### config.mk
export PLATFORM = sky130hd
export DESIGN_NAME = ahb_output_stage
export DESIGN_NICKNAME = d
export VERILOG_FILES = /design/src/design/ahb_matrix_pkg.sv /design/src/design/ahb_output_stage.sv /design/src/design/data_phase_ctrl.sv /design/src/design/output_arbiter.sv /design/src/design/port_mux.sv
export VERILOG_INCLUDE_DIRS = /design/src /design/src/design
export SDC_FILE = /design/constraint.sdc
export NUM_CORES = 1
export LEC_CHECK = 0
export BUFFER_PORTS_ARGS = -buffer_cell sky130_fd_sc_hd__buf_4
export CAP_MARGIN = 20
export CORE_AREA = 5 5 146 148
export CTS_CLUSTER_DIAMETER = 100
export DETAILED_ROUTE_END_ITERATION = 7
export DIE_AREA = 0 0 151 153
export GPL_ROUTABILITY_DRIVEN = 1
export GPL_TIMING_DRIVEN = 0
export PLACE_DENSITY = 0.5
export REMOVE_ABC_BUFFERS = 1
export SETUP_SLACK_MARGIN = 0.05
export SYNTH_ARGS = -nofsm -noshare
export SYNTH_HDL_FRONTEND = slang
export SYNTH_SLANG_ARGS = --single-unit
export TNS_END_PERCENT = 100
### constraint.sdc
create_clock -name HCLK -period 4.4 [get_ports HCLK]
set_input_delay 1.32 -clock HCLK [delete_from_list [all_inputs] [get_ports HCLK]]
set_output_delay 1.32 -clock HCLK [all_outputs]
set_load 0.005 [all_outputs]
### src/design/ahb_matrix_config.svh
/*
 * Build-time constants for the AHB matrix output stage.
 * Port count, bus widths and the AHB HTRANS/HBURST encodings.
 * Include in any RTL or testbench file that needs them.
 */

`ifndef AHB_MATRIX_CONFIG_SVH
`define AHB_MATRIX_CONFIG_SVH

// Matrix geometry --------------------
`define NUM_PORTS      4       // Input stages sharing the target
`define PORT_W         2       // Bits to index a port
`define ADDR_W         32      // HADDR width
`define DATA_W         32      // HWDATA width

// HTRANS codes --------------------
`define HTRANS_IDLE    2'b00   // No transfer
`define HTRANS_BUSY    2'b01   // Burst pause
`define HTRANS_NONSEQ  2'b10   // First beat
`define HTRANS_SEQ     2'b11   // Burst continuation

// HBURST codes
`define HBURST_SINGLE  3'b000  // Single beat, no burst hold

`endif

### src/design/ahb_matrix_pkg.sv
/*
 * Shared types for the AHB matrix output stage.
 * Holds the port index, the write data word and the packed
 * address/control bundle carried through the control multiplexer.
 * Import with a wildcard in the module header.
 */

`include "ahb_matrix_config.svh"

package ahb_matrix_pkg;

  // Index types --------------------

  // Selects one input port
  typedef logic [`PORT_W-1:0] port_idx_t;

  // Payload types --------------------

  // One write data word
  typedef logic [`DATA_W-1:0] hdata_t;

  // Address phase fields of one port, MSB first
  typedef struct packed {
    logic              sel;       // HSEL towards the target
    logic [`ADDR_W-1:0] addr;     // HADDR
    logic [1:0]        trans;     // HTRANS
    logic              write;     // HWRITE
    logic [2:0]        size;      // HSIZE
    logic [2:0]        burst;     // HBURST
    logic              mastlock;  // HMASTLOCK
  } ahb_ctrl_t;

  // Note the struct width follows ADDR_W, so
  // a wider address bus needs no edits here

endpackage

### src/design/ahb_output_stage.sv
/*
 * Shared-target output stage of a four-port AHB bus matrix.
 * Arbitrates the held transfers of the input stages, passes the
 * granted port's address/control to the target, steers write data
 * in the data phase and returns ready to the input stages.
 */

`timescale 1ns/1ps

`include "ahb_matrix_config.svh"

module ahb_output_stage
  import ahb_matrix_pkg::*;
(
  input  logic                                HCLK,           // AHB clock
  input  logic                                HRESETn,        // Sync reset, active low

  // Input stage side --------------------
  input  logic [`NUM_PORTS-1:0]               i_sel_op,       // HSEL per port
  input  logic [`NUM_PORTS-1:0][`ADDR_W-1:0]  i_addr_op,      // HADDR per port
  input  logic [`NUM_PORTS-1:0][1:0]          i_trans_op,     // HTRANS per port
  input  logic [`NUM_PORTS-1:0]               i_write_op,     // HWRITE per port
  input  logic [`NUM_PORTS-1:0][2:0]          i_size_op,      // HSIZE per port
  input  logic [`NUM_PORTS-1:0][2:0]          i_burst_op,     // HBURST per port
  input  logic [`NUM_PORTS-1:0]               i_mastlock_op,  // HMASTLOCK per port
  input  logic [`NUM_PORTS-1:0][`DATA_W-1:0]  i_wdata_op,     // HWDATA per port
  input  logic [`NUM_PORTS-1:0]               i_held_tran_op, // Transfer waiting

  // Target side
  input  logic                                i_hreadyoutm,   // Target ready

  output logic [`NUM_PORTS-1:0]               o_active_op,    // One-hot grant
  output logic                                o_hselm,        // Target select
  output logic [`ADDR_W-1:0]                  o_haddrm,       // Address
  output logic [1:0]                          o_htransm,      // Transfer type
  output logic                                o_hwritem,      // Direction
  output logic [2:0]                          o_hsizem,       // Size
  output logic [2:0]                          o_hburstm,      // Burst type
  output logic                                o_hmastlockm,   // Locked transfer
  output logic                                o_hreadymuxm,   // Transfer done
  output logic [`DATA_W-1:0]                  o_hwdatam       // Write data
);

  // Internal signals --------------------

  logic [`NUM_PORTS-1:0] req;                   // Per-port request
  ahb_ctrl_t             ctrl_op [`NUM_PORTS];  // Packed control per port
  hdata_t                wdata_op [`NUM_PORTS]; // Write data per port
  ahb_ctrl_t             ctrl_m;                // Granted control bundle
  port_idx_t             addr_in_port;          // Address phase grant
  port_idx_t             data_in_port;          // Data phase owner
  logic                  no_port;               // Nothing granted
  logic                  wdata_phase;           // Write data steering on

  // Packing --------------------

  assign req = i_held_tran_op & i_sel_op;  // Held transfer aimed here

  for (genvar p = 0; p < `NUM_PORTS; p++)
  begin : g_pack
    assign ctrl_op[p].sel      = i_sel_op[p];
    assign ctrl_op[p].addr     = i_addr_op[p];
    assign ctrl_op[p].trans    = i_trans_op[p];
    assign ctrl_op[p].write    = i_write_op[p];
    assign ctrl_op[p].size     = i_size_op[p];
    assign ctrl_op[p].burst    = i_burst_op[p];
    assign ctrl_op[p].mastlock = i_mastlock_op[p];
    assign wdata_op[p]         = i_wdata_op[p];
  end

  // Arbitration --------------------

  output_arbiter u_output_arb (
    .HCLK           (HCLK),
    .HRESETn        (HRESETn),
    .i_req          (req),
    .i_hreadym      (o_hreadymuxm),
    .i_hselm        (ctrl_m.sel),
    .i_htransm      (ctrl_m.trans),
    .i_hburstm      (ctrl_m.burst),
    .i_hmastlockm   (ctrl_m.mastlock),
    .o_addr_in_port (addr_in_port),
    .o_no_port      (no_port)
  );

  // Decode grant to per-port active flags
  always_comb
  begin
    o_active_op = '0;
    if (!no_port)
      o_active_op[addr_in_port] = 1'b1;
  end

  // Address phase mux --------------------

  port_mux #(
    .payload_t (ahb_ctrl_t)
  ) u_ctrl_mux (
    .i_payload (ctrl_op),
    .i_sel     (addr_in_port),
    .i_valid   (~no_port),
    .o_payload (ctrl_m)
  );

  assign o_hselm      = ctrl_m.sel;
  assign o_haddrm     = ctrl_m.addr;
  assign o_htransm    = ctrl_m.trans;
  assign o_hwritem    = ctrl_m.write;
  assign o_hsizem     = ctrl_m.size;
  assign o_hburstm    = ctrl_m.burst;
  assign o_hmastlockm = ctrl_m.mastlock;

  // Data phase --------------------

  data_phase_ctrl u_data_ctrl (
    .HCLK           (HCLK),
    .HRESETn        (HRESETn),
    .i_addr_in_port (addr_in_port),
    .i_hselm        (ctrl_m.sel),
    .i_htransm      (ctrl_m.trans),
    .i_hreadyoutm   (i_hreadyoutm),
    .o_data_in_port (data_in_port),
    .o_wdata_phase  (wdata_phase),
    .o_hreadymuxm   (o_hreadymuxm)
  );

  // Write data held at zero outside a data phase
  port_mux #(
    .payload_t (hdata_t)
  ) u_data_mux (
    .i_payload (wdata_op),
    .i_sel     (data_in_port),
    .i_valid   (wdata_phase),
    .o_payload (o_hwdatam)
  );

endmodule

### src/design/data_phase_ctrl.sv
/*
 * Data phase control for the output stage.
 * Remembers which port owns the current data phase, whether write
 * data must be steered, and whether the target was selected, then
 * forms the ready returned to the input stages.
 */

`timescale 1ns/1ps

`include "ahb_matrix_config.svh"

module data_phase_ctrl
  import ahb_matrix_pkg::*;
(
  input  logic      HCLK,            // AHB clock
  input  logic      HRESETn,         // Sync reset, active low
  input  port_idx_t i_addr_in_port,  // Current address phase owner
  input  logic      i_hselm,         // Muxed HSEL
  input  logic [1:0] i_htransm,      // Muxed HTRANS
  input  logic      i_hreadyoutm,    // Ready from the target
  output port_idx_t o_data_in_port,  // Data phase owner
  output logic      o_wdata_phase,   // Steer write data this cycle
  output logic      o_hreadymuxm     // Ready back to the input stages
);

  // Internal signals --------------------

  logic slave_sel;     // Target took part in last address phase
  logic trans_active;  // NONSEQ or SEQ on the output

  assign trans_active = (i_htransm == `HTRANS_NONSEQ) ||
                        (i_htransm == `HTRANS_SEQ);

  // Data phase registers --------------------

  always_ff @(posedge HCLK)
  begin
    if (!HRESETn)
    begin
      o_data_in_port <= port_idx_t'(`NUM_PORTS - 1);
      o_wdata_phase  <= 1'b0;
      slave_sel      <= 1'b0;
    end
    else if (o_hreadymuxm)   // Address phase completes
    begin
      o_data_in_port <= i_addr_in_port;
      o_wdata_phase  <= i_hselm & trans_active;
      slave_sel      <= i_hselm;
    end
  end

  // Ready --------------------

  // Target drives ready only when it owns the data phase
  assign o_hreadymuxm = slave_sel ? i_hreadyoutm : 1'b1;

endmodule

### src/design/output_arbiter.sv
/*
 * Fixed-priority arbiter for the shared target of the output stage.
 * Port 0 has the highest priority. The grant is held through a
 * burst and through a locked sequence, also while the locked master
 * briefly deselects the target. All state advances on ready edges.
 */

`timescale 1ns/1ps

`include "ahb_matrix_config.svh"

module output_arbiter
  import ahb_matrix_pkg::*;
(
  input  logic                  HCLK,           // AHB clock
  input  logic                  HRESETn,        // Sync reset, active low
  input  logic [`NUM_PORTS-1:0] i_req,          // Held transfer and HSEL, per port
  input  logic                  i_hreadym,      // Muxed ready from the data phase
  input  logic                  i_hselm,        // Muxed HSEL of the granted port
  input  logic [1:0]            i_htransm,      // Muxed HTRANS
  input  logic [2:0]            i_hburstm,      // Muxed HBURST
  input  logic                  i_hmastlockm,   // Muxed HMASTLOCK
  output port_idx_t             o_addr_in_port, // Registered grant
  output logic                  o_no_port       // No port granted
);

  // Internal signals --------------------

  logic      hsel_lock;       // Locked sequence started on this target
  logic      next_hsel_lock;  // Pre-registered hsel_lock
  logic      hlock_arb;       // Mastlock masked by select
  logic      trans_active;    // NONSEQ or SEQ on the output
  logic      burst_hold;      // Granted port mid-burst
  logic      hold_grant;      // Keep current grant
  logic      any_req;         // At least one port asking
  port_idx_t pri_port;        // Lowest requesting index
  port_idx_t next_port;       // Grant for the next cycle
  logic      next_no_port;    // no_port for the next cycle

  // Lock tracking --------------------

  assign trans_active = (i_htransm == `HTRANS_NONSEQ) ||
                        (i_htransm == `HTRANS_SEQ);

  // Set on a selected locked beat, drop with mastlock
  always_comb
  begin
    if (i_hselm && trans_active && i_hmastlockm)
      next_hsel_lock = 1'b1;
    else if (!i_hmastlockm)
      next_hsel_lock = 1'b0;
    else
      next_hsel_lock = hsel_lock;  // Deselected but still locked
  end

  // Lock only counts once the sequence has reached this target
  assign hlock_arb = i_hmastlockm & (hsel_lock | i_hselm);

  // Priority select --------------------

  assign any_req = |i_req;

  // Walk down so the lowest index wins
  always_comb
  begin
    pri_port = o_addr_in_port;  // Old index kept when idle
    for (int i = `NUM_PORTS - 1; i >= 0; i--)
    begin
      if (i_req[i])
        pri_port = port_idx_t'(i);
    end
  end

  // Grant hold --------------------

  assign burst_hold = i_req[o_addr_in_port] & (i_hburstm != `HBURST_SINGLE);

  // A locked master may drop HSEL, and so its request, mid-sequence.
  // The lock alone then keeps the grant until mastlock falls.
  assign hold_grant = ~o_no_port & (hlock_arb | burst_hold);

  always_comb
  begin
    if (hold_grant)
    begin
      next_port    = o_addr_in_port;  // Stay with current owner
      next_no_port = 1'b0;
    end
    else
    begin
      next_port    = pri_port;        // Fresh arbitration
      next_no_port = ~any_req;        // Idle when nobody asks
    end
  end

  // Registers --------------------

  always_ff @(posedge HCLK)
  begin
    if (!HRESETn)
    begin
      o_addr_in_port <= port_idx_t'(`NUM_PORTS - 1);
      o_no_port      <= 1'b1;       // Nothing granted out of reset
      hsel_lock      <= 1'b0;
    end
    else if (i_hreadym)
    begin
      o_addr_in_port <= next_port;
      o_no_port      <= next_no_port;
      hsel_lock      <= next_hsel_lock;
    end
  end

endmodule

### src/design/port_mux.sv
/*
 * Port multiplexer for the output stage.
 * Returns the payload of the indexed input port, or an all-zero
 * payload when the select is not valid. The payload type is a
 * parameter so one block serves both address/control and write data.
 */

`timescale 1ns/1ps

`include "ahb_matrix_config.svh"

module port_mux
  import ahb_matrix_pkg::*;
#(
  parameter type payload_t = hdata_t  // Carried payload type
)
(
  input  payload_t  i_payload [`NUM_PORTS],  // One payload per port
  input  port_idx_t i_sel,                   // Port to pass through
  input  logic      i_valid,                 // Select is meaningful
  output payload_t  o_payload                // Chosen payload
);

  // Mux --------------------

  always_comb
  begin
    o_payload = '0;                        // Quiet bus by default
    if (i_valid)
    begin
      o_payload = i_payload[i_sel];        // Indexed port
    end
  end

endmodule

==> flow_metrics.tcl <==
set metrics [dict create \
    cts.clk_slew.worst_paths_ns 0.04 \
    critPathKind "input port to output pin" \
    avgSynthCellArea_sq_um 12.07 \
    p_leak_nw 2.906 \
    drc 0 \
    holdWs_ns 0.4464 \
    hold_class "flip-flop to flip-flop" \
    p_sw_w 0.0003118 \
    yosys.area_share.simple 0.2115 \
    die-area_sq_mm 0.02310 \
    synth-xor-area-share 0 \
    worst_pin_slew_ns 0.8522 \
    via_per_inst 4.229 \
    setup_viol 0 \
    drv_slew 0 \
    path_buf_inv 2 \
    timing_hold_violations_final 0 \
    slew_headroom 0.4319 \
    cts-root-buf "clkbuf_16" \
    cts_tree "built" \
    place_congestion 0.8185 \
    ys_types 26 \
    synth_top_family_by_area "multiplexers" \
    grt_max_degree 47 \
    initialDrtViolationCount 72 \
    wl_per_cell_microns 18.88 \
    ant_nets 0 \
    io_pins 387 \
    nets 899 \
    synthMuxAreaShare 0.6360 \
    cap_violations 0 \
    synth_cells 223 \
    status "finished clean" \
    start_util 0.1352 \
    required_ns 3.08 \
    cp_common_cell "buf_4" \
    cts_made_buffers 3 \
    port_buffers 386 \
    crit_family "multiplexers" \
    pwr-share-comb 0.715 \
    seq_power_share 0.134 \
    synth_seq_cells 8 \
    grt_setup_unrepaired "no" \
    fmax_mhz 280.1 \
    cp-end-kind "output pin" \
    cp_max_fo 4 \
    hpwl_microns 14750 \
    core_sq_mm 0.01991 \
    syn_area_sq_mm 0.002691 \
    cts.sinks 8 \
    rows 52 \
    worstSkewPairLatency_ns 0.23 \
    grt_pass1_vias 4118 \
    cts_buffer_depth 2 \
    die_w_microns 151 \
    fin_crit_ns 3.570 \
    p_clk_frac 0.151 \
    finalWirelength_microns 16250 \
    drt_first_pass_iters 4 \
    post-cts-setup-buffers 0 \
    crit_chain "buf_4, mux4_2, and2_1, buf_4" \
    synth-compound-area-share 0.04417 \
    cts-resized-gates 0 \
    syn_to_final_growth_pct 122.7 \
    cp_data_arrival_time_ns 2.25 \
    antennaDiodeCount 0 \
    p_per_area_mw_per_mm2 170.7 \
    peakVddDrop_mv 0.08611 \
    vias 3641 \
    p_int_w 0.0007117 \
    setup_tns_ns 0 \
    synthAdderAreaFrac 0 \
    fin_crit_sh 0.8114 \
    grt_pass1_wl_microns 23210 \
    htree_levels 1 \
    drive_above_1_share 0.8003 \
    worstSetupStartpointType "input port" \
    cp_slowest_cell "mux4_2" \
    hold_buffers 0 \
    swShare 0.3047 \
    grt_usage 0.1271 \
    die_y_microns 153 \
    antenna_found_initial 0 \
    seq_area_frac_synth 0.05951 \
    clock_skew_ns 0.002504 \
    cp_slowest_stage_delay_ns 0.47 \
    grt_overflow 0 \
    ys_warn_count 0 \
]
[metal layers]
layer,vias to the layer above,routed length [microns],track usage
li1,1646,-,-
met1,1739,5296,0.1329
met2,250,9009,0.2588
met3,6,1854,0.03020
met4,0,93,0.01252
met5,-,0,0
[synth_stat cells]
cell,count,share of area
inv_1,5,0.0070
buf_6,1,0.0042
buf_2,6,0.011
o21a_1,1,0.0028
nor2b_1,1,0.0023
a21boi_0,1,0.0028
and3_1,1,0.0023
o211ai_1,2,0.0056
o31ai_1,1,0.0028
o221ai_1,2,0.0065
o21ai_0,1,0.0019
a21oi_1,1,0.0019
dfxtp_1,8,0.060
or3_1,3,0.0070
o311ai_0,1,0.0033
buf_1,2,0.0028
clkbuf_1,17,0.024
nand3_1,1,0.0019
a311oi_2,1,0.0056
nor3_1,4,0.0074
a22o_1,1,0.0033
mux4_2,76,0.64
o211a_1,1,0.0037
nand2_1,5,0.0070
and2_1,79,0.18
a2111o_1,1,0.0042
[sequential cells by signal, indices dropped and copies added (netlist names)]
name / count
u_data_ctrl.o_data_in_port: 2
u_output_arb.o_no_port: 1
u_output_arb.hsel_lock: 1
u_data_ctrl.o_wdata_phase: 1
u_output_arb.o_addr_in_port: 2
u_data_ctrl.slave_sel: 1
[final timing paths]
path,end,slack [ns],from,depth (start not counted)
worst max-delay path,o_hselm,0.83,i_sel_op[1],4
worst min-delay path,u_output_arb.hsel_lock$_SDFFE_PN0P_,0.45,u_output_arb.hsel_lock$_SDFFE_PN0P_,2
worst max register to register,u_output_arb.o_addr_in_port[1]$_SDFFE_PN1P_,1.80,u_output_arb.o_addr_in_port[0]$_SDFFE_PN1P_,4
worst min register to register,u_output_arb.hsel_lock$_SDFFE_PN0P_,0.45,u_output_arb.hsel_lock$_SDFFE_PN0P_,2
[power by group through the flow]
stage	Sequential, W	Combinational [W]	Clock [W]
6_report	0.000138	0.000732	0.000154
5_1_grt	0.000148	0.000782	0.000160
4_1_cts	0.000143	0.000746	0.000156
3_5_place_dp	0.000145	0.000743	0
3_3_place_gp	0.000179	0.000693	0
2_1_floorplan	0.000153	0.000318	0
[per-stage QoR]
stage / cell area (sq um) / setup slack [ns] / total power (W) / utilization / std cells
6_report: 5995 / 0.8297 / 0.001023 / 0.3011 / 861
4_1_cts: 5995 / 0.8103 / 0.001045 / 0.3011 / 861
3_5_place_dp: 5916 / 0.8209 / 0.0008876 / 0.2971 / 857
3_3_place_gp: 5814 / -0.4250 / 0.0008716 / 0.2920 / 853
5_1_grt: 5995 / 0.6856 / 0.001090 / 0.3011 / 861
2_1_floorplan: 2579 / 0.3195 / 0.0004710 / - / 197
[cell usage in the layout (no fill, tap or decap), drive strengths merged]
| cell type | instances |
|---|---|
| buf | 390 |
| and2 | 79 |
| mux4 | 76 |
| dfxtp | 8 |
| inv | 5 |
| nand2 | 5 |
| nor3 | 4 |
| clkbuf | 4 |
| or3 | 3 |
| o221ai | 2 |
| o211ai | 2 |
| nor2b | 1 |
| nand3 | 1 |
| a21boi | 1 |
| o211a | 1 |
| a22o | 1 |
| o31ai | 1 |
| a311oi | 1 |
| and3 | 1 |
| a2111o | 1 |
| o21a | 1 |
| o21ai | 1 |
| a21oi | 1 |
| o311ai | 1 |
[worst register-to-register path: cells and delay by family (launching register included)]
kind	cells	cell delay, ns
AOI/OAI and AO/OA	2	0.45
DFF	1	0.86
muxes	1	0.69
and+or+nand+nor	1	0.46
[cell type report]
type | count | area, sq um
fill | 2109 | 13910
timing repair buffer | 390 | 2993
multi-input combinational | 184 | 2400
tap | 270 | 337.8
sequential | 8 | 166.4
clock buffer | 4 | 78.83
inverter | 5 | 18.77
[cell families after synthesis]
| group | count (synthesis) |
|---|---|
| and+or+nand+nor | 94 |
| muxes | 76 |
| buffers and inverters | 31 |
| AOI/OAI and AO/OA | 14 |
| DFF | 8 |
(Power assumes the default switching activity.)
